**src/verilog/linkPkg.sv**
```systemverilog
`default_nettype none

// ---------------------------------------------------------------------------
// Serial link constants
// ---------------------------------------------------------------------------
package linkPkg;

	// One serial character
	localparam int ByteWidth = 8;

	// Clocks per serial bit, fixed at build time
	localparam int BitPeriod = 8;

	// Counter widths for bit phase and bit index
	localparam int PhaseWidth = $clog2(BitPeriod);
	localparam int IndexWidth = $clog2(ByteWidth);

	// Phase of the bit middle, seen from the start bit edge
	localparam logic [PhaseWidth-1:0] MidPhase = PhaseWidth'(BitPeriod / 2 - 1);
	localparam logic [PhaseWidth-1:0] LastPhase = PhaseWidth'(BitPeriod - 1);
	localparam logic [IndexWidth-1:0] LastBit = IndexWidth'(ByteWidth - 1);

	// Byte stream beat, data plus valid flag
	typedef struct packed {
		logic [ByteWidth-1:0] data;
		logic                 valid;
	} serialByteT;

endpackage

`default_nettype wire

```
**src/verilog/uartLink.sv**
```systemverilog
`timescale 1ns/1ps
`default_nettype none

module uartLink
	import linkPkg::*;
(
	input  logic       sys_clk_p,
	input  logic       rstN,
	input  logic       rxd,
	output logic       txd,
	output serialByteT rxByte,
	input  logic       rxReady,
	input  serialByteT txByte,
	output logic       txReady
);

	typedef enum logic [1:0] {Idle, Start, Data, Stop} uartStateT;

	// ---------------------------------------------------------------------------
	// Receiver
	// ---------------------------------------------------------------------------

	uartStateT             rxState;
	logic [1:0]            rxSync;
	logic                  rxLine;
	logic [PhaseWidth-1:0] rxPhase;
	logic [IndexWidth-1:0] rxBit;
	logic [ByteWidth-1:0]  rxShift;
	logic [ByteWidth-1:0]  rxData;
	logic                  rxValid;
	logic                  rxSample;
	logic                  rxDone;
	logic                  rxLoad;

	// Line after the two sync flops
	assign rxLine = rxSync[1];

	// Middle of a data bit
	assign rxSample = (rxState == Data) && (rxPhase == LastPhase);

	// Middle of a good stop bit
	assign rxDone = (rxState == Stop) && (rxPhase == LastPhase) && rxLine;

	// A held byte blocks the next one, which is lost
	assign rxLoad = rxDone && (!rxValid || rxReady);

	assign rxByte = '{data: rxData, valid: rxValid};

	always_ff @(posedge sys_clk_p) begin
		if (!rstN) begin
			rxSync <= 2'b11;
			rxState <= Idle;
			rxPhase <= '0;
			rxBit <= '0;
			rxValid <= 1'b0;
		end else begin
			rxSync <= {rxSync[0], rxd};
			case (rxState)
				Idle: begin
					rxPhase <= '0;
					if (!rxLine) begin
						rxState <= Start;
					end
				end
				Start: begin
					// Recheck at mid start bit to reject glitches
					if (rxPhase == MidPhase) begin
						rxPhase <= '0;
						rxBit <= '0;
						rxState <= rxLine ? Idle : Data;
					end else begin
						rxPhase <= rxPhase + 1'b1;
					end
				end
				Data: begin
					if (rxPhase == LastPhase) begin
						rxPhase <= '0;
						rxBit <= rxBit + 1'b1;
						if (rxBit == LastBit) begin
							rxState <= Stop;
						end
					end else begin
						rxPhase <= rxPhase + 1'b1;
					end
				end
				Stop: begin
					// Framing errors just drop the byte
					if (rxPhase == LastPhase) begin
						rxPhase <= '0;
						rxState <= Idle;
					end else begin
						rxPhase <= rxPhase + 1'b1;
					end
				end
				default: rxState <= Idle;
			endcase
			if (rxLoad) begin
				rxValid <= 1'b1;
			end else if (rxReady) begin
				rxValid <= 1'b0;
			end
		end
	end

	// LSB arrives first, so shift in from the top
	always_ff @(posedge sys_clk_p) begin
		if (rxSample) begin
			rxShift <= {rxLine, rxShift[ByteWidth-1:1]};
		end
		if (rxLoad) begin
			rxData <= rxShift;
		end
	end

	// ---------------------------------------------------------------------------
	// Transmitter
	// ---------------------------------------------------------------------------

	uartStateT             txState;
	logic [PhaseWidth-1:0] txPhase;
	logic [IndexWidth-1:0] txBit;
	logic [ByteWidth-1:0]  txShift;
	logic                  txFire;
	logic                  txStep;

	// Busy for start, data and stop bits
	assign txReady = (txState == Idle);
	assign txFire = txByte.valid && txReady;
	assign txStep = (txState == Data) && (txPhase == LastPhase);

	always_ff @(posedge sys_clk_p) begin
		if (!rstN) begin
			txState <= Idle;
			txd <= 1'b1;
			txPhase <= '0;
			txBit <= '0;
		end else begin
			case (txState)
				Idle: begin
					txPhase <= '0;
					if (txFire) begin
						// Start bit from the next cycle on
						txd <= 1'b0;
						txState <= Start;
					end
				end
				Start: begin
					if (txPhase == LastPhase) begin
						txPhase <= '0;
						txBit <= '0;
						txd <= txShift[0];
						txState <= Data;
					end else begin
						txPhase <= txPhase + 1'b1;
					end
				end
				Data: begin
					if (txPhase == LastPhase) begin
						txPhase <= '0;
						if (txBit == LastBit) begin
							txd <= 1'b1;
							txState <= Stop;
						end else begin
							// Bit 1 becomes bit 0 on this same edge
							txd <= txShift[1];
							txBit <= txBit + 1'b1;
						end
					end else begin
						txPhase <= txPhase + 1'b1;
					end
				end
				Stop: begin
					if (txPhase == LastPhase) begin
						txPhase <= '0;
						txState <= Idle;
					end else begin
						txPhase <= txPhase + 1'b1;
					end
				end
				default: txState <= Idle;
			endcase
		end
	end

	always_ff @(posedge sys_clk_p) begin
		if (txFire) begin
			txShift <= txByte.data;
		end else if (txStep) begin
			txShift <= {1'b1, txShift[ByteWidth-1:1]};
		end
	end

	// Upstream shifter must hold its byte while the line is busy
	assert property (@(posedge sys_clk_p) disable iff (!rstN)
		txByte.valid && !txReady |=> txByte.valid && $stable(txByte.data))
		else $error("uartLink: txByte changed while waiting");

endmodule

`default_nettype wire

```
**config.mk**
```make
export PLATFORM = sky130hd
export DESIGN_NAME = uartLink
export DESIGN_NICKNAME = d
export VERILOG_FILES = /design/src/verilog/linkPkg.sv /design/src/verilog/uartLink.sv
export SDC_FILE = /design/constraint.sdc
export NUM_CORES = 1
export LEC_CHECK = 0
export BUFFER_PORTS_ARGS = -buffer_cell sky130_fd_sc_hd__buf_2
export CORE_MARGIN = 2
export CORE_UTILIZATION = 49
export DETAILED_ROUTE_END_ITERATION = 10
export HOLD_SLACK_MARGIN = 0.08
export MAX_ROUTING_LAYER = met4
export PLACE_DENSITY = 0.67
export SYNTH_ARGS = -nofsm -noshare
export SYNTH_HDL_FRONTEND = slang
export SYNTH_SLANG_ARGS = --single-unit
```
**constraint.sdc**
```tcl
create_clock -name sys_clk_p -period 2.5 [get_ports sys_clk_p]
set_input_delay 0.25 -clock sys_clk_p [delete_from_list [all_inputs] [get_ports sys_clk_p]]
set_output_delay 0.25 -clock sys_clk_p [all_outputs]
set_load 0.005 [all_outputs]
```
==> impl_metrics.env, run 1 <==
export IMPL_tns_ns=0
export IMPL_start_util_pct=49.9
export IMPL_cts_buffers_inserted=5
export IMPL_dpl_hpwl_um=2330
export IMPL_reg2reg_setup_slack_ns=0.69
export IMPL_async_flop_share_pct=0
export IMPL_dr_total_vias=1174
export IMPL_yosysUniqueCellTypes=37
export IMPL_ant_nets=0
export IMPL_critPathLaunchType="flop"
export IMPL_area_growth_pct=13.0
export IMPL_num_fill_cells=335
export IMPL_rows=23
export IMPL_crit_chain="ha_1 -> ha_1 -> nand4_1 -> nor2b_1"
export IMPL_power_frac_comb_pct=21.3
export IMPL_ios=24
export IMPL_end_kind="flop"
export IMPL_clockRootBuffer="clkbuf_8"
export IMPL_slew_headroom_pct=56.4
export IMPL_critical_path_max_stage_delay_ns=0.57
export IMPL_die_w_um=67.4
export IMPL_r2r_start="rxPhase[0]"
export IMPL_h_tree_depth=2
export IMPL_p_seq_share_pct=49.7
export IMPL_drc=0
export IMPL_grt_max_degree=20
export IMPL_wirelength_um=3100
export IMPL_clk_path_buf_depth=2
export IMPL_ctsHoldBuffers=0
export IMPL_setup_violations_final=0
export IMPL_fmax_mhz=552
export IMPL_required_ns=2.43
export IMPL_maxCapViolCount=0
export IMPL_rsz0062_at_grt="no"
export IMPL_synth_seq_area_share_pct=57.0
export IMPL_worstHoldPathCells=2
export IMPL_finalNonFillerCells=231
export IMPL_post_cts_setup_buffers=0
export IMPL_status="complete, no violations"
export IMPL_slew_violations=0
export IMPL_antenna_found_initial=0
export IMPL_path_clk_slew_ns=0.08
export IMPL_gp_congestion=0.755
export IMPL_p_leak_nw=0.892
export IMPL_drive_gt1_share_pct=24.3
export IMPL_grt_pass1_wl_um=5060
export IMPL_syn_area_per_cell_um2=12.7
export IMPL_cts_tree="built"
export IMPL_holdCritStartpoint="rxd"
export IMPL_final_cell_mix="edfxtp_1, buf_2, dfxtp_1"
export IMPL_p_sw_share_pct=25.9
export IMPL_grt_ovfl_total=0
export IMPL_post_route_period_util_pct=72.4
export IMPL_period_minus_slack_ns=1.81
export IMPL_powerDensity_nw_per_um2=815
export IMPL_syn_nets=185
export IMPL_power_frac_clock_pct=29.0
export IMPL_layout_commonest_cell="edfxtp_1"
export IMPL_worst_pin_slew_ns=0.652
export IMPL_grt_util_all_layers_pct=16.0
export IMPL_viasPerCell=5.08
export IMPL_ctsResizeCount=0
export IMPL_reg2regPathDepth=4
export IMPL_p_int_mw=1.34
export IMPL_crit_fanout=8
export IMPL_min_to="rxSync[0]"
export IMPL_syn_area_um2=1970
export IMPL_port_buffers=23
export IMPL_criticalPathCategory="reg2reg"
export IMPL_die_h_um=67.4
export IMPL_clkLatencyLatePin_ns=0.29
export IMPL_firstDrtPassIters=4
export IMPL_skew_ns=0.00771
export IMPL_grt_pass1_vias=1119
export IMPL_n_antenna_cell=0
export IMPL_wl_per_cell_um=13.4
export IMPL_ys_warn_count=0
export IMPL_p_sw_mw=0.469
export IMPL_coreArea_um2=3940
export IMPL_hold_violations=0
export IMPL_rr_endpoint="rxData[2]"
export IMPL_ys_ff_latch=44
export IMPL_drt_iter0_markers=129
export IMPL_hold_class="in2reg"
export IMPL_fin_nets=210
export IMPL_synth_edf_count=24
export IMPL_cp_slowest_cell="nor2b_1"
export IMPL_synth_main_ff_cell="edfxtp_1"
export IMPL_dp_cells=223
export IMPL_worst_path_most_repeated_cell="ha_1"
export IMPL_cp_arrival_ns=1.74
export IMPL_netlist_instances=155
export IMPL_ir_drop_uv=490
export IMPL_cts_sinks=44
export IMPL_die_area_um2=4540
worst max-delay path, delay by kind of cell (launching register included):
family / cells / cell delay (ns)
and+or+nand+nor: 2 / 0.71
adders and majority gates: 2 / 0.41
DFF: 1 / 0.34
Yosys cell counts (all sizes together), types with 2 or more instances:
cell type  number  area [µm²]
dfxtp          20         400
edfxtp         24         721
nand2          11        41.3
and2            6        37.5
ha             17         213
and3b           2        20.0
clkbuf          2        8.75
a21boi          6        45.0
nor3b           3        22.5
nor2b           5        31.3
o21ai           6        30.0
nand2b          4        25.0
buf             3        20.0
mux2            7        78.8
nand4b          2        17.5
nand3           3        15.0
inv            10        37.5
nor2            3        11.3
nand3b          2        15.0
mux2i           3        30.0
or2b            2        15.0
sequential cells by signal (all words and copies together), names as in the netlist, named ones only:
signal,count
rxBit,3
rxData,8
rxPhase,3
rxShift,8
rxState,1
rxSync,2
rxValid,1
txBit,3
txPhase,3
txShift,8
txState,2
txd,1
layer usage:
| layer | up-vias | global-route usage, % | part of all wire (%) |
|---|---|---|---|
| li1 | 599 | - | - |
| met1 | 548 | 19.6 | 45 |
| met2 | 21 | 24.9 | 50 |
| met3 | 6 | 4.50 | 3.6 |
| met4 | 0 | 6.89 | 1.7 |
| met5 | - | - | 0 |
cells by family (layout without fill, tap and decap cells):
| logic type | after synthesis | in the layout | share of synthesized area (%) |
|---|---|---|---|
| simple gates | 47 | 47 | 14.2 |
| fa+ha+maj | 17 | 17 | 10.8 |
| compound gates | 22 | 22 | 9.09 |
| flops | 44 | 44 | 57.0 |
| buf+inv | 15 | 41 | 3.37 |
| mux | 10 | 10 | 5.53 |
per-stage QoR:
step	instance area [µm²]	utilization, %	hold WS (ns)	worst slack, ns	total power [mW]
finish	2220	56.4	0.159	0.689	1.81
floorplan	1970	-	0.346	0.907	1.22
global route	2220	56.4	0.163	0.575	1.92
global placement	2120	53.7	0.396	0.779	1.29
CTS	2220	56.4	0.149	0.671	1.84
detailed placement	2120	53.7	0.401	0.677	1.31
how the worst max path moves through the flow:
| stage | startpoint | to | slack, ns |
|---|---|---|---|
| after floorplan | rxPhase[0] | rxData[0] | 0.91 |
| after global placement | rxPhase[0] | rxData[0] | 0.78 |
| after detailed placement | rxPhase[0] | rxData[1] | 0.68 |
| after CTS | rxPhase[0] | rxData[2] | 0.67 |
| after global routing | rxPhase[0] | rxData[6] | 0.58 |
| final | rxPhase[0] | rxData[2] | 0.69 |
cell type report:
class	instances	area (µm²)	share of cell area, %
Inverter	10	37.5	1.69
Clock buffer	6	72.6	3.26
Multi-Input combinational cell	96	781	35.1
Sequential cell	44	1120	50.4
Tap cell	50	62.6	2.81
Timing Repair Buffer	23	115	5.17
Clock inverter	2	35.0	1.57
power by group through the flow:
stage	registers (mW)	clock network [mW]	logic, mW
final	0.901	0.525	0.387
after global placement	0.913	0	0.377
after detailed placement	0.918	0	0.393
after global routing	0.909	0.568	0.445
after CTS	0.902	0.541	0.393
after floorplan	0.903	0	0.313
(Power assumes the default switching activity.)
==> run 2: changes to the inputs <==
ABC_AREA = 1   (was unset)
clock period = 1.8 ns   (was 2.5 ns; I/O delays follow)
==> run 2 against run 1 <==
Effect of this change:
- power grew 40%
- first-iteration DRC count decreased by 20%
- count of clock-buffer cells in the layout down 1
- final cell count increased by 16%
- sequential cell count stayed put
- via count up 10%
- clock skew is 0.0011 ns lower
- critical path type unchanged
- setup slack got worse by 0.47 ns
==> impl_metrics.env, run 2 <==
export IMPL_path_clk_slew_ns=0.08
export IMPL_area_growth_pct=16.3
export IMPL_criticalPathCategory="reg2reg"
export IMPL_synth_seq_area_share_pct=59.7
export IMPL_final_cell_mix="nand2_1, edfxtp_1, buf_2"
export IMPL_synth_most_common_cell="nand2_1"
export IMPL_ios=24
export IMPL_dr_total_vias=1295
export IMPL_r2r_start="txState[0]"
export IMPL_syn_nets=217
export IMPL_ctsResizeCount=0
export IMPL_hold_class="in2reg"
export IMPL_coreArea_um2=3660
export IMPL_tns_ns=0
export IMPL_place_ws_ns=0.229
export IMPL_yosysTopAreaCellShare_pct=38.3
export IMPL_n_antenna_cell=0
export IMPL_ys_ff_latch=44
export IMPL_die_area_um2=4350
export IMPL_maxCapViolCount=0
export IMPL_fin_util_pct=59.7
export IMPL_post_route_period_util_pct=87.6
export IMPL_final_area_um2=2190
export IMPL_clkLatencyLatePin_ns=0.29
export IMPL_wl_per_cell_um=11.6
export IMPL_grt_pass1_vias=1272
export IMPL_cts_sinks=44
export IMPL_required_ns=1.85
export IMPL_skew_ns=0.00657
export IMPL_syn_area_um2=1880
export IMPL_viasPerCell=4.83
export IMPL_rsz0062_at_grt="no"
export IMPL_port_buffers=23
export IMPL_hold_violations=0
export IMPL_period_minus_slack_ns=1.58
export IMPL_grt_pass1_wl_um=5320
export IMPL_critPathLaunchType="flop"
export IMPL_netlist_top_cells_count="nand2_1, edfxtp_1, dfxtp_1"
export IMPL_drive_gt1_share_pct=19.1
export IMPL_fin_nets=249
export IMPL_grt_util_all_layers_pct=17.1
export IMPL_status="complete, no violations"
export IMPL_start_util_pct=51.3
export IMPL_wirelength_um=3120
export IMPL_die_w_um=65.9
export IMPL_crit_fanout=10
export IMPL_firstDrtPassIters=4
export IMPL_die_h_um=65.9
export IMPL_gp_congestion=0.692
export IMPL_worst_pin_slew_ns=0.372
export IMPL_slew_headroom_pct=75.0
export IMPL_whs_ns=0.145
export IMPL_cp_arrival_ns=1.63
export IMPL_fmax_mhz=634
export IMPL_dp_cells=259
export IMPL_yosys_area_top_type="edfxtp_1"
export IMPL_ir_drop_uv=603
export IMPL_cp_startpoint="txState[0]"
export IMPL_ys_warn_count=0
export IMPL_cts_buffers_inserted=5
export IMPL_grt_ovfl_total=0
export IMPL_placed_cell_area_um2=2060
export IMPL_synth_area_top_cells="edfxtp_1, dfxtp_1, ha_1, nand2_1, inv_1"
export IMPL_p_leak_nw=0.981
export IMPL_drt_iter0_markers=103
export IMPL_post_cts_setup_buffers=0
export IMPL_syn_area_per_cell_um2=10.0
export IMPL_layout_commonest_cell="nand2_1"
export IMPL_h_tree_depth=2
export IMPL_finalPower_mw=2.54
export IMPL_dpl_hpwl_um=2320
export IMPL_netlist_instances=187
export IMPL_num_fill_cells=323
export IMPL_yosysUniqueCellTypes=20
export IMPL_timing_final_ws_setup_ns=0.223
export IMPL_drc=0
export IMPL_ant_nets=0
export IMPL_synth_main_ff_cell="edfxtp_1"
export IMPL_end_kind="flop"
export IMPL_clk_path_buf_depth=2
export IMPL_powerDensity_nw_per_um2=1160
export IMPL_cts_tree="built"
export IMPL_setup_violations_final=0
export IMPL_rows=22
export IMPL_slew_violations=0
export IMPL_async_flop_share_pct=0
export IMPL_synth_edf_count=24
export IMPL_antenna_found_initial=0
export IMPL_grt_max_degree=15
export IMPL_ctsHoldBuffers=1
export IMPL_reg_top3="rxData x8, rxShift x8, txShift x8"
export IMPL_clockRootBuffer="clkbuf_8"
export IMPL_finalNonFillerCells=268
export IMPL_reg2reg_setup_slack_ns=0.22
export IMPL_holdCritStartpoint="txByte[8]"
## run 2: cell types whose count changed in the layout (fill, tap and decap cells not counted), sizes merged, moves of 6 or more
cell    change
inv        +11
and2        -6
mux2        -7
a21boi      -6
a21oi      +11
nor2       +15
nand2      +37
## run 2: final timing paths
check | end | cells past startpoint
worst min register to register | rxPhase[0] | 1
worst min-delay path | txShift[7] | 2
worst max-delay path | txShift[6] | 6
worst max register to register | txShift[6] | 6
## run 2: layout make-up
| cell class | count | area [µm²] | area share, % |
|---|---|---|---|
| tap | 48 | 60.1 | 2.75 |
| timing repair buffer | 27 | 148 | 6.75 |
| clock buffer | 5 | 68.8 | 3.15 |
| sequential | 44 | 1120 | 51.3 |
| inverter | 21 | 78.8 | 3.61 |
| multi-input combinational | 120 | 667 | 30.5 |
| clock inverter | 3 | 42.5 | 1.95 |
## run 2: where the power goes
| part | switching (mW) | total, mW | internal (mW) |
|---|---|---|---|
| clock | 0.323 | 0.734 | 0.411 |
| combinational | 0.343 | 0.554 | 0.211 |
| sequential | 0.0561 | 1.25 | 1.19 |
| total | 0.722 | 2.54 | 1.81 |
## run 2: cells by family after synthesis
kind of cell | Yosys count | share of synthesized area [%]
adders and majority gates | 17 | 11.3
DFF | 44 | 59.7
AOI/OAI and AO/OA | 22 | 6.39
and+or+nand+nor | 81 | 17.8
buffers and inverters | 23 | 4.86
## run 2: critical path: stages, from the launching register on
cell	delay [ns]
dfxtp_1	0.39
inv_1	0.11
ha_1	0.25
nand2_1	0.25
inv_1	0.18
nand2_1	0.10
nand2_1	0.05
## run 2: routing by layer
layer | part of all wire (%) | global-route usage, % | vias to the layer above
met5 | 0 | - | -
met4 | 2.4 | 7.65 | 0
met3 | 4.8 | 5.79 | 6
met2 | 48 | 27.7 | 23
met1 | 45 | 19.3 | 591
li1 | - | - | 675
