[src/verilog/widthShifter.sv]
`timescale 1ns/1ps
`default_nettype none

module widthShifter #(
	parameter int InWidth = 8,
	parameter int OutWidth = 32
) (
	input  logic                sys_clk_p,
	input  logic                rstN,
	input  logic [InWidth-1:0]  inData,
	input  logic                inValid,
	output logic                inReady,
	output logic [OutWidth-1:0] outData,
	output logic                outValid,
	input  logic                outReady
);

	// Derived from the two port widths
	localparam int WordWidth = (InWidth > OutWidth) ? InWidth : OutWidth;
	localparam int BeatWidth = (InWidth > OutWidth) ? OutWidth : InWidth;
	localparam int Ratio = WordWidth / BeatWidth;
	localparam int CntWidth = $clog2(Ratio);

	logic [WordWidth-1:0] word;
	logic [CntWidth-1:0]  beatCnt;
	logic                 held;
	logic                 inFire;
	logic                 outFire;
	logic                 lastBeat;

	// held marks a full word, owned by the output side
	assign inReady = !held;
	assign outValid = held;
	assign inFire = inValid && inReady;
	assign outFire = outValid && outReady;
	assign lastBeat = (beatCnt == CntWidth'(Ratio - 1));

	generate
		if (InWidth < OutWidth) begin : gPack
			// ---------------------------------------------------------------------
			// Narrow to wide, first beat ends up on top
			// ---------------------------------------------------------------------
			assign outData = word;

			always_ff @(posedge sys_clk_p) begin
				if (!rstN) begin
					held <= 1'b0;
					beatCnt <= '0;
				end else if (inFire) begin
					if (lastBeat) begin
						beatCnt <= '0;
						held <= 1'b1;
					end else begin
						beatCnt <= beatCnt + 1'b1;
					end
				end else if (outFire) begin
					held <= 1'b0;
				end
			end

			always_ff @(posedge sys_clk_p) begin
				if (inFire) begin
					word <= {word[WordWidth-InWidth-1:0], inData};
				end
			end
		end else begin : gUnpack
			// ---------------------------------------------------------------------
			// Wide to narrow, top beat goes out first
			// ---------------------------------------------------------------------
			assign outData = word[WordWidth-1 -: OutWidth];

			always_ff @(posedge sys_clk_p) begin
				if (!rstN) begin
					held <= 1'b0;
					beatCnt <= '0;
				end else if (inFire) begin
					held <= 1'b1;
					beatCnt <= '0;
				end else if (outFire) begin
					if (lastBeat) begin
						held <= 1'b0;
						beatCnt <= '0;
					end else begin
						beatCnt <= beatCnt + 1'b1;
					end
				end
			end

			always_ff @(posedge sys_clk_p) begin
				if (inFire) begin
					word <= inData;
				end else if (outFire) begin
					word <= {word[WordWidth-OutWidth-1:0], {OutWidth{1'b0}}};
				end
			end
		end
	endgenerate

	// Beat counter stays inside one word
	assert property (@(posedge sys_clk_p) disable iff (!rstN)
		int'(beatCnt) < Ratio)
		else $error("widthShifter: beat count out of range");

endmodule

`default_nettype wire

[config.mk]
export PLATFORM = sky130hd
export DESIGN_NAME = widthShifter
export DESIGN_NICKNAME = d
export VERILOG_FILES = /design/src/verilog/widthShifter.sv
export SDC_FILE = /design/constraint.sdc
export NUM_CORES = 1
export LEC_CHECK = 0
export ABC_AREA = 0
export BUFFER_PORTS_ARGS = -buffer_cell sky130_fd_sc_hd__buf_2
export CORE_MARGIN = 2
export CORE_UTILIZATION = 45
export CTS_CLUSTER_DIAMETER = 100
export DETAILED_ROUTE_END_ITERATION = 8
export GPL_TIMING_DRIVEN = 0
export PLACE_DENSITY = 0.72
export SYNTH_ARGS = -nofsm -noshare
export SYNTH_HDL_FRONTEND = slang
export SYNTH_SLANG_ARGS = --single-unit
[constraint.sdc]
create_clock -name sys_clk_p -period 1.5 [get_ports sys_clk_p]
set_clock_uncertainty 0.1 [all_clocks]
set_input_delay 0.075 -clock sys_clk_p [delete_from_list [all_inputs] [get_ports sys_clk_p]]
set_output_delay 0.075 -clock sys_clk_p [all_outputs]
set_load 0.1 [all_outputs]
==> metrics.md, run 1 <==
| Metric | Value |
|---|---|
| DRT Wirelength | `1730 um` |
| Mapped Cells | `46` |
| Horiz. Die Dim | `53.6 um` |
| Peak supply drop | `0.835 mV` |
| Core area | `2280 um2` |
| Total clock sinks | `35` |
| Yosys warns | `0` |
| Period minus WS final | `1.36 ns` |
| RSZ-0062 raised after global routing | `false` |
| Worst-margin pin slew | `0.505 ns` |
| First-pass GRT wire length | `2590 um` |
| R2r endpoint | `beatCnt[1]` |
| CTS tree | `built` |
| H-tree Lvls | `2` |
| Row cnt | `17` |
| First-pass iteration count of the detailed router | `4` |
| Slew headroom | `0.663` |
| Total leakage power | `0.633 nW` |
| CTS clk-pin slew, worst paths | `0.09 ns` |
| Residual DRC | `0` |
| End of the worst hold path | `outValid` |
| Total CTS buffers | `5` |
| Worst Path Buf+Inv | `2` |
| Slowest cell on the critical path | `buf_2` |
| Fmax | `0.737 GHz` |
| # nets final | `122` |
| DP HPWL | `1100 um` |
| Final hold violation count | `0` |
| Reg2Reg Depth | `3` |
| Largest net degree at the start of global routing | `18` |
| Layout area overhead | `38.9%` |
| Arrival time worst endpoint | `1.18 ns` |
| Global route total overflow | `0` |
| DRT iter0 DRCs | `6` |
| CP required | `1.32 ns` |
| Share of the yosys chip area belonging to registers | `0.923` |
| Pwr/cell area | `1340 nW/um2` |
| Overall Global Routing Usage | `0.140` |
| Finished Cell Area | `1540 um2` |
| CTS root buf | `clkbuf_4` |
| Placed Area | `1370 um2` |
| Setup bufs post-CTS | `0` |
| Die Ht | `53.6 um` |
| Slowest stage delay, CP | `0.41 ns` |
| Synthesized area per cell | `24.0 um2` |
| Die Area | `2870 um2` |
| Reg2reg setup slack | `0.18 ns` |
| Critical-path maximum fanout | `5` |
| Initial Utilization | `0.486` |
| Max_cap viols | `0` |
| Final Cycle Share | `0.905` |
| Seq cells post-synth | `35` |
| Cell family with the largest share of critical-path delay | `buffers and inverters` |
| Worst setup SP type | `flip-flop` |
| Synth cell types | `11` |
| TNS Setup | `0 ns` |
| Vias in the first global route | `621` |
| Worst hold path class | `in -> reg` |
| Status | `completed` |
| Crit path kind | `reg -> out` |
| Diode count | `0` |
| Worst Hold Depth | `4` |
| DR WL/cell | `12.5 um` |
| WHS | `0.0896 ns` |
| CP Capture Type | `output pin` |
| Post-Syn Area | `1110 um2` |
| Max Transition Viols Final | `0` |
| Gp weighted congestion | `0.568` |
| Sequence of cells on the critical path | `clkinvlp_4 -> buf_2` |
| Synth Net Count | `59` |
| Initial antenna violation count | `0` |
| CTS Buffer Depth | `2` |
| Reg2reg start | `outValid` |
| Share of cells above drive strength 1 | `0.491` |
| Hold path start | `inValid` |
| Routed Antenna Nets | `0` |
| DR vias | `640` |
| PortBufs | `45` |
| Vias per std cell | `4.64` |
| # IOs | `46` |
| Count of final setup violators | `0` |
| Clk_lat worst skew | `0.32 ns` |
[Yosys cell counts]
| library cell | number | share of area |
|---|---|---|
| mux2i_1 | 2 | 0.018 |
| dfxtp_1 | 3 | 0.054 |
| and2_1 | 1 | 0.0057 |
| nor2b_1 | 2 | 0.011 |
| nor2b_4 | 1 | 0.012 |
| inv_1 | 1 | 0.0034 |
| edfxtp_1 | 32 | 0.87 |
| ha_1 | 1 | 0.011 |
| o21ai_0 | 1 | 0.0045 |
| nor2_1 | 1 | 0.0034 |
| nand3b_1 | 1 | 0.0068 |
[cell type report]
| cell class | count | area (um2) |
|---|---|---|
| clock inverters | 2 | 7.51 |
| fillers | 170 | 739 |
| well taps | 28 | 35.0 |
| repair buffers | 55 | 325 |
| flip-flops and latches | 35 | 1020 |
| multi-input cells | 11 | 95.1 |
| clock buffers | 6 | 41.3 |
| inverters | 1 | 7.51 |
[cell usage in the layout, fill, tap and decap left out, drive strengths merged]
cell type	n
ha	1
nor2	1
dfxtp	3
nand3b	1
clkinv	2
edfxtp	32
buf	45
and2	1
o21ai	1
nor2b	4
mux2i	2
clkbuf	6
dlygate4sd3	10
clkinvlp	1
[repair_timing]
| item | 4_1_cts | 5_1_grt |
|---|---|---|
| endpoints found under the hold margin | 11 | 0 |
| resized for setup | 1 | 0 |
| hold buffers | 10 | 0 |
| endpoints found under the setup margin | 34 | 0 |
[state kept, by name, summed over array words and instances, names as in the netlist]
| signal | count |
|---|---|
| outValid | 1 |
| beatCnt | 2 |
| outData | 32 |
[worst max-delay path by stage]
stage               startpoint          to  depth (start not counted)
floorplan             outValid    outValid                          3
global placement      outValid  beatCnt[0]                          3
detailed placement    outValid  beatCnt[1]                          3
CTS                   outValid     inReady                          2
global route          outValid     inReady                          2
finish                outValid     inReady                          2
[worst reg2reg max path, cell delays in order, from the launching register on]
cell	delay, ns
dfxtp_4	0.39
nor2b_4	0.41
mux2i_1	0.27
nor2b_1	0.06
[metrics by stage]
stage | instances | power, mW | util | setup WS (ns)
detailed placement | 119 | 1.63 | 0.604 | -0.147
finish | 138 | 2.06 | 0.675 | 0.142
global route | 138 | 2.15 | 0.675 | 0.0967
floorplan | 46 | 1.56 | - | -0.0963
CTS | 138 | 2.10 | 0.675 | 0.115
global placement | 119 | 1.62 | 0.604 | -0.0807
[routing by layer]
metal,GRT usage,vias up,share of wire,routed length (um)
li1,-,305,-,-
met4,0.0897,0,0.020,35
met5,0,-,0,0
met2,0.241,33,0.52,895
met1,0.136,299,0.37,646
met3,0.0611,3,0.088,153
[where the power goes]
part	total (mW)	internal [mW]	switching [mW]
logic	0.475	0.0709	0.405
clock network	0.439	0.173	0.266
registers	1.15	1.13	0.0221
total	2.06	1.37	0.692
[kinds of logic (layout without fill, tap and decap cells)]
group / count (synthesis) / in the layout / share of synthesized area
multiplexers: 2 / 2 / 0.0181
buffers and inverters: 1 / 64 / 0.00339
adder cells (fa/ha/maj): 1 / 1 / 0.0113
flip-flops: 35 / 35 / 0.923
AO/OA/AOI/OAI: 1 / 1 / 0.00452
AND/OR/NAND/NOR: 6 / 7 / 0.0396
Power figures use the tool's default switching activity.
==> run 2: changes to the inputs <==
--- a/config.mk
+++ b/config.mk
@@ -5,7 +5,7 @@
 export SDC_FILE = /design/constraint.sdc
 export NUM_CORES = 1
 export LEC_CHECK = 0
-export ABC_AREA = 0
+export ABC_AREA = 1
 export BUFFER_PORTS_ARGS = -buffer_cell sky130_fd_sc_hd__buf_2
 export CORE_MARGIN = 2
 export CORE_UTILIZATION = 45
==> metrics.md, run 2 <==
| Metric | Value |
|---|---|
| Commonest non-fill, non-tap cell in the layout | `buf_2` |
| Largest net degree at the start of global routing | `18 (unchanged)` |
| Share of power burned in registers | `0.543 (-0.014)` |
| Worst Hold Depth | `4 (unchanged)` |
| Number of synthesized flops with an enable pin | `32 (unchanged)` |
| Crit path kind | `reg -> reg` |
| Reg2reg start | `beatCnt[0]` |
| Core area | `2410 um2 (+5.9%)` |
| Slowest stage delay, CP | `0.55 ns (+0.14 ns)` |
| CTS Buffer Depth | `2 (unchanged)` |
| CTS tree | `built` |
| Gp weighted congestion | `0.637 (+12%)` |
| Total CTS buffers | `5 (unchanged)` |
| Initial Utilization | `0.463 (-0.0234)` |
| Period minus WS final | `1.42 ns (+0.0655 ns)` |
| Internal power | `1.39 mW (+1.1%)` |
| Ys flop type | `edfxtp_1` |
| Max Transition Viols Final | `0 (unchanged)` |
| Worst setup SP type | `flip-flop` |
| Total power draw | `2.12 mW (+2.9%)` |
| Synth Net Count | `68 (+15%)` |
| Total leakage power | `0.671 nW (+5.9%)` |
| Fmax | `0.703 GHz (-4.6%)` |
| Clk pwr share | `0.218 (+0.005)` |
| DRT Wirelength | `1980 um (+14%)` |
| # IOs | `46 (unchanged)` |
| Top cells by count, synth | `edfxtp_1, nand2_1, inv_1` |
| Row cnt | `18 (+1)` |
| Most numerous cell in the Yosys netlist | `edfxtp_1` |
| # nets final | `134 (+9.8%)` |
| Count of final setup violators | `0 (unchanged)` |
| Layout fillers | `185 (+8.8%)` |
| RSZ-0062 raised after global routing | `false` |
| Diode count | `0 (unchanged)` |
| FF+latch area | `1030 um2 (+0.12%)` |
| Initial antenna violation count | `0 (unchanged)` |
| CTS root buf | `clkbuf_4` |
| Comb power frac | `0.239 (+0.009)` |
| Pwr/cell area | `1340 nW/um2 (-0.23%)` |
| Final hold violation count | `0 (unchanged)` |
| Sw Ratio | `0.347 (+0.0116)` |
| Yosys warns | `0 (unchanged)` |
| CP required | `1.67 ns (+0.35 ns)` |
| First-pass GRT wire length | `2970 um (+15%)` |
| Critical-path maximum fanout | `3 (-2)` |
| Synthesized area per cell | `20.3 um2 (-16%)` |
| Slew headroom | `0.669 (+0.00598)` |
| Routed Antenna Nets | `0 (unchanged)` |
| Share of the yosys chip area belonging to registers | `0.916 (-0.00725)` |
| Post-synth top area share | `0.862 (-0.00683)` |
| Reg2Reg Depth | `4 (+1)` |
| DR vias | `695 (+8.6%)` |
| Residual DRC | `0 (unchanged)` |
| Post-Syn Area | `1110 um2 (+0.79%)` |
| Share of cells above drive strength 1 | `0.484 (-0.00730)` |
| Status | `completed` |
| TNS Setup | `0 ns (unchanged)` |
| Fin cells | `152 (+10%)` |
| Clk_lat worst skew | `0.33 ns (about the same)` |
| Vias per std cell | `4.57 (-1.4%)` |
| Arrival time worst endpoint | `1.59 ns (+0.41 ns)` |
| Overall Global Routing Usage | `0.158 (+0.0181)` |
| Max reg flops | `32 (unchanged)` |
| DR WL/cell | `13.0 um (+3.8%)` |
| Layout area overhead | `42.2%` |
| Finished Cell Area | `1590 um2 (+3.2%)` |
| Synth area leaders | `edfxtp_1, dfxtp_1, nand2_1` |
| PortBufs | `45 (unchanged)` |
| Synth cell types | `10 (-1)` |
| Slowest cell on the critical path | `dlygate4sd3_1` |
| WHS | `0.0379 ns (-0.0517 ns)` |
| Placed Area | `1390 um2 (+0.91%)` |
| Peak supply drop | `0.963 mV (+15%)` |
| Dominant cell type by area after synthesis | `edfxtp_1` |
| Reg2reg setup slack | `0.08 ns (-0.10 ns)` |
| Horiz. Die Dim | `53.8 um (+0.37%)` |
| Seq cells post-synth | `35 (unchanged)` |
| H-tree Lvls | `2 (unchanged)` |
| Worst-margin pin slew | `0.500 ns (-0.00446 ns)` |
| Die Ht | `53.8 um (+0.37%)` |
| Max_cap viols | `0 (unchanged)` |
| First-pass iteration count of the detailed router | `3 (-1)` |
| Commonest non-fill, non-tap cells in the layout | `buf_2, edfxtp_1, dlygate4sd3_1, nand2_1, clkbuf_4` |
| Area of the multi-input gates | `100 um2 (+5.3%)` |
| Placed cell count | `130 (+9.2%)` |
| Global route total overflow | `0 (unchanged)` |
| CP Capture Type | `flip-flop` |
| Die Area | `2890 um2 (+0.75%)` |
| Vias in the first global route | `641 (+3.2%)` |
| Asr flop ratio synth | `0 (unchanged)` |
| Total clock sinks | `35 (unchanged)` |
| Worst hold path class | `in -> reg` |
| Mapped Cells | `55 (+20%)` |
| Hold path start | `inValid` |
| Sequence of cells on the critical path | `ha_1 -> nand3_2 -> a21boi_2 -> dlygate4sd3_1` |
| DRT iter0 DRCs | `11 (+5)` |
| End of the worst hold path | `beatCnt[0]` |
| CTS clk-pin slew, worst paths | `0.09 ns (about the same)` |
| Worst setup margin | `0.0770 ns (-0.0655 ns)` |
| Final Cycle Share | `0.949 (+0.0437)` |
| R2r endpoint | `outValid` |
| Core Util, Final | `0.658 (-0.0173)` |
| Switch Pwr | `0.737 mW (+6.5%)` |
| Worst Setup Slack post-DPL | `-0.0145 ns (+0.132 ns)` |
==> run 2: worst max path at each step <==
stage                           from          end  slack [ns]  depth (start not counted)
final                     beatCnt[0]     outValid        0.08                          4
after global routing      beatCnt[0]     outValid       0.004                          4
after CTS                   outValid  outData[27]        0.05                          1
after detailed placement    outValid   outData[4]       -0.01                          1
after global placement      outValid   outData[0]        0.01                          1
after floorplan             outValid   outData[0]        0.02                          1
==> run 2: kinds of logic (layout without fill, tap and decap cells) <==
logic type | after synthesis | count (layout) | synth area share
AOI/OAI and AO/OA | 1 | 1 | 0.00674
adders and majority gates | 1 | 1 | 0.0112
buffers and inverters | 5 | 71 | 0.0168
DFF | 35 | 35 | 0.916
and+or+nand+nor | 13 | 14 | 0.0494
==> run 2: critical path, delay by kind of cell (launching register included) <==
kind,cells,cell delay [ns]
AO/OA/AOI/OAI,1,0.13
adder cells (fa/ha/maj),1,0.16
buffers and inverters,1,0.55
flip-flops,1,0.35
AND/OR/NAND/NOR,1,0.08
==> run 2: layout make-up <==
type | count | share of cell area
repair buffers | 58 | 0.223
multi-input cells | 16 | 0.0631
clock buffers | 7 | 0.0284
well taps | 30 | 0.0237
inverters | 5 | 0.0118
clock inverters | 1 | 0.00316
flip-flops and latches | 35 | 0.647
==> run 2: timing repair <==
item                                    CTS  global route
gates cloned                              1             0
endpoints found under the hold margin    11             0
resized for setup                         0             4
hold buffers                             12             0
pin swaps                                 1             2
buffers inserted                          0             1
endpoints found under the setup margin   32             4
==> run 2: routing by layer <==
metal | up-vias | part of all wire | track usage
met5 | - | 0 | 0
met4 | 0 | 0.011 | 0.124
met3 | 4 | 0.083 | 0.0611
met2 | 31 | 0.55 | 0.256
met1 | 323 | 0.36 | 0.163
li1 | 337 | - | -
==> run 2: power groups by stage <==
stage | clock [mW] | sequential, mW | combinational (mW)
floorplan | 0 | 1.55 | 0.0366
global placement | 0 | 1.17 | 0.475
detailed placement | 0 | 1.18 | 0.480
CTS | 0.482 | 1.15 | 0.504
global route | 0.517 | 1.16 | 0.524
finish | 0.464 | 1.15 | 0.507
==> run 3: changes to the inputs <==
==> constraint.sdc (replaced) <==
create_clock -name sys_clk_p -period 1.7 [get_ports sys_clk_p]
set_clock_uncertainty 0.1 [all_clocks]
set_input_delay 0.085 -clock sys_clk_p [delete_from_list [all_inputs] [get_ports sys_clk_p]]
set_output_delay 0.085 -clock sys_clk_p [all_outputs]
set_load 0.1 [all_outputs]
==> metrics.md, run 3 (synthesis gave the netlist of run 2 again) <==
| Metric | Value |
|---|---|
| Status | `completed` |
| Max reg flops | `32 (unchanged)` |
| Vias in the first global route | `666 (+3.9%)` |
| Worst-margin pin slew | `0.847 ns (+0.346 ns)` |
| Slew headroom | `0.434 (-0.235)` |
| # nets final | `132 (-1.5%)` |
| Initial Utilization | `0.463 (unchanged)` |
| Worst Path Buf+Inv | `2 (+1)` |
| Initial antenna violation count | `0 (unchanged)` |
| TNS Setup | `0 ns (unchanged)` |
| GR Util met3 | `0.0917 (+0.0306)` |
| Count of final setup violators | `0 (unchanged)` |
| Final hold violation count | `0 (unchanged)` |
| Period minus WS final | `1.60 ns (+0.181 ns)` |
| Commonest non-fill, non-tap cell in the layout | `buf_2` |
| Critical-path maximum fanout | `3 (unchanged)` |
| CP required | `1.82 ns (+0.15 ns)` |
| Commonest non-fill, non-tap cells in the layout | `buf_2, edfxtp_1, dlygate4sd3_1, nand2_1, clkbuf_4` |
| Worst setup margin | `0.0964 ns (+0.0194 ns)` |
| Core area | `2410 um2 (unchanged)` |
| CTS Buffer Depth | `2 (unchanged)` |
| Global route total overflow | `0 (unchanged)` |
| First-pass GRT wire length | `2930 um (-1.4%)` |
| # IOs | `46 (unchanged)` |
| Layout area overhead | `38.6%` |
| Fmax | `0.624 GHz (-11%)` |
| H-tree Lvls | `2 (unchanged)` |
| Crit path kind | `reg -> reg` |
| CP Capture Type | `flip-flop` |
| Slowest stage delay, CP | `0.54 ns (about the same)` |
| DRT Wirelength | `1870 um (-5.6%)` |
| Vias per std cell | `4.56 (-0.25%)` |
| DR vias | `675 (-2.9%)` |
| Total CTS buffers | `5 (unchanged)` |
| CTS root buf | `clkbuf_4` |
| Setup bufs post-CTS | `0 (unchanged)` |
| Routed Antenna Nets | `0 (unchanged)` |
| Peak supply drop | `0.789 mV (-18%)` |
| Layout fillers | `177 (-4.3%)` |
| Residual DRC | `0 (unchanged)` |
| Pwr/cell area | `1190 nW/um2 (-11%)` |
| Arrival time worst endpoint | `1.73 ns (+0.14 ns)` |
| Share of cells above drive strength 1 | `0.449 (-0.0345)` |
| Gp weighted congestion | `0.640 (+0.39%)` |
| Largest net degree at the start of global routing | `34 (+16)` |
| Max Transition Viols Final | `0 (unchanged)` |
| Busiest grt layer | `met2` |
| Slowest cell on the critical path | `dlygate4sd3_1` |
| Die Area | `2890 um2 (unchanged)` |
| Met2 GRT Util | `0.248 (-0.00813)` |
| Overall Global Routing Usage | `0.155 (-0.00351)` |
| WP depth | `6 (+2)` |
| Row cnt | `18 (unchanged)` |
| PortBufs | `45 (unchanged)` |
| Worst Setup Slack post-DPL | `0.193 ns (+0.208 ns)` |
| Reg2Reg Depth | `6 (+2)` |
| DR WL/cell | `12.6 um (-3.1%)` |
| Final Cycle Share | `0.943 (-0.00539)` |
| Fin cells | `148 (-2.6%)` |
| DP HPWL | `1190 um` |
| # resized after CTS | `0 (unchanged)` |
| Clk_lat worst skew | `0.32 ns (about the same)` |
| Horiz. Die Dim | `53.8 um (unchanged)` |
| Diode count | `0 (unchanged)` |
| RSZ-0062 raised after global routing | `false` |
| Worst setup SP type | `flip-flop` |
| Total leakage power | `0.656 nW (-2.2%)` |
| Hold buffer count at cts | `12 (unchanged)` |
| Placed cell count | `130 (unchanged)` |
| Worst hold path class | `in -> reg` |
| First-pass iteration count of the detailed router | `4 (+1)` |
| Sequence of cells on the critical path | `ha_1 -> inv_1 -> nand3_1 -> nand2_1 -> dlygate4sd3_1 -> nor2_1` |
| CTS tree | `built` |
| Worst Hold Depth | `4 (unchanged)` |
| Total clock sinks | `35 (unchanged)` |
| Cell family with the largest share of critical-path delay | `buffers and inverters` |
| DRT iter0 DRCs | `14 (+3)` |
| Met1 Track Usage GR | `0.153 (-0.00916)` |
| Die Ht | `53.8 um (unchanged)` |
| CTS clk-pin slew, worst paths | `0.09 ns (about the same)` |
| Max_cap viols | `0 (unchanged)` |
run 3: metal layers:
layer / up-vias / share of wire
met4: 0 / 0.024
met1: 304 / 0.33
met3: 7 / 0.13
met5: - / 0
met2: 39 / 0.52
li1: 325 / -
run 3: path summary, 6_finish.rpt:
path	start	endpoint	slack [ns]
worst max-delay path	beatCnt[0]	beatCnt[1]	0.1
worst max register to register	beatCnt[0]	beatCnt[1]	0.1
worst min-delay path	inValid	beatCnt[0]	0.04
worst min register to register	outData[8]	outData[16]	0.34
run 3: layout make-up:
type,instances,area (um2),share of cell area
Sequential cell,35,1020,0.662
Timing Repair Buffer,57,345,0.223
Multi-Input combinational cell,15,80.1,0.0518
Clock buffer,6,41.3,0.0267
Tap cell,30,37.5,0.0243
Inverter,5,18.8,0.0121
run 3: power by group:
part | switching (mW) | total [mW] | leakage (nW) | internal, mW
Combinational | 0.381 | 0.446 | 0.294 | 0.0648
Clock | 0.222 | 0.369 | 0.0242 | 0.147
Sequential | 0.0202 | 1.02 | 0.338 | 0.999
run 3: metrics by stage:
stage / utilization / hold slack, ns / power [mW] / cell area [um2]
floorplan: - / 0.0839 / 1.40 / 1120
global placement: 0.574 / 0.162 / 1.45 / 1380
detailed placement: 0.574 / 0.163 / 1.46 / 1380
CTS: 0.641 / 0.0238 / 1.86 / 1550
global route: 0.641 / 0.0627 / 1.92 / 1550
finish: 0.641 / 0.0423 / 1.83 / 1550
run 3: tightest hold or removal path, stage by stage:
cell     delay [ns]
buf_2          0.12
nand3_1        0.09
nand2_1        0.08
nor2_1         0.05
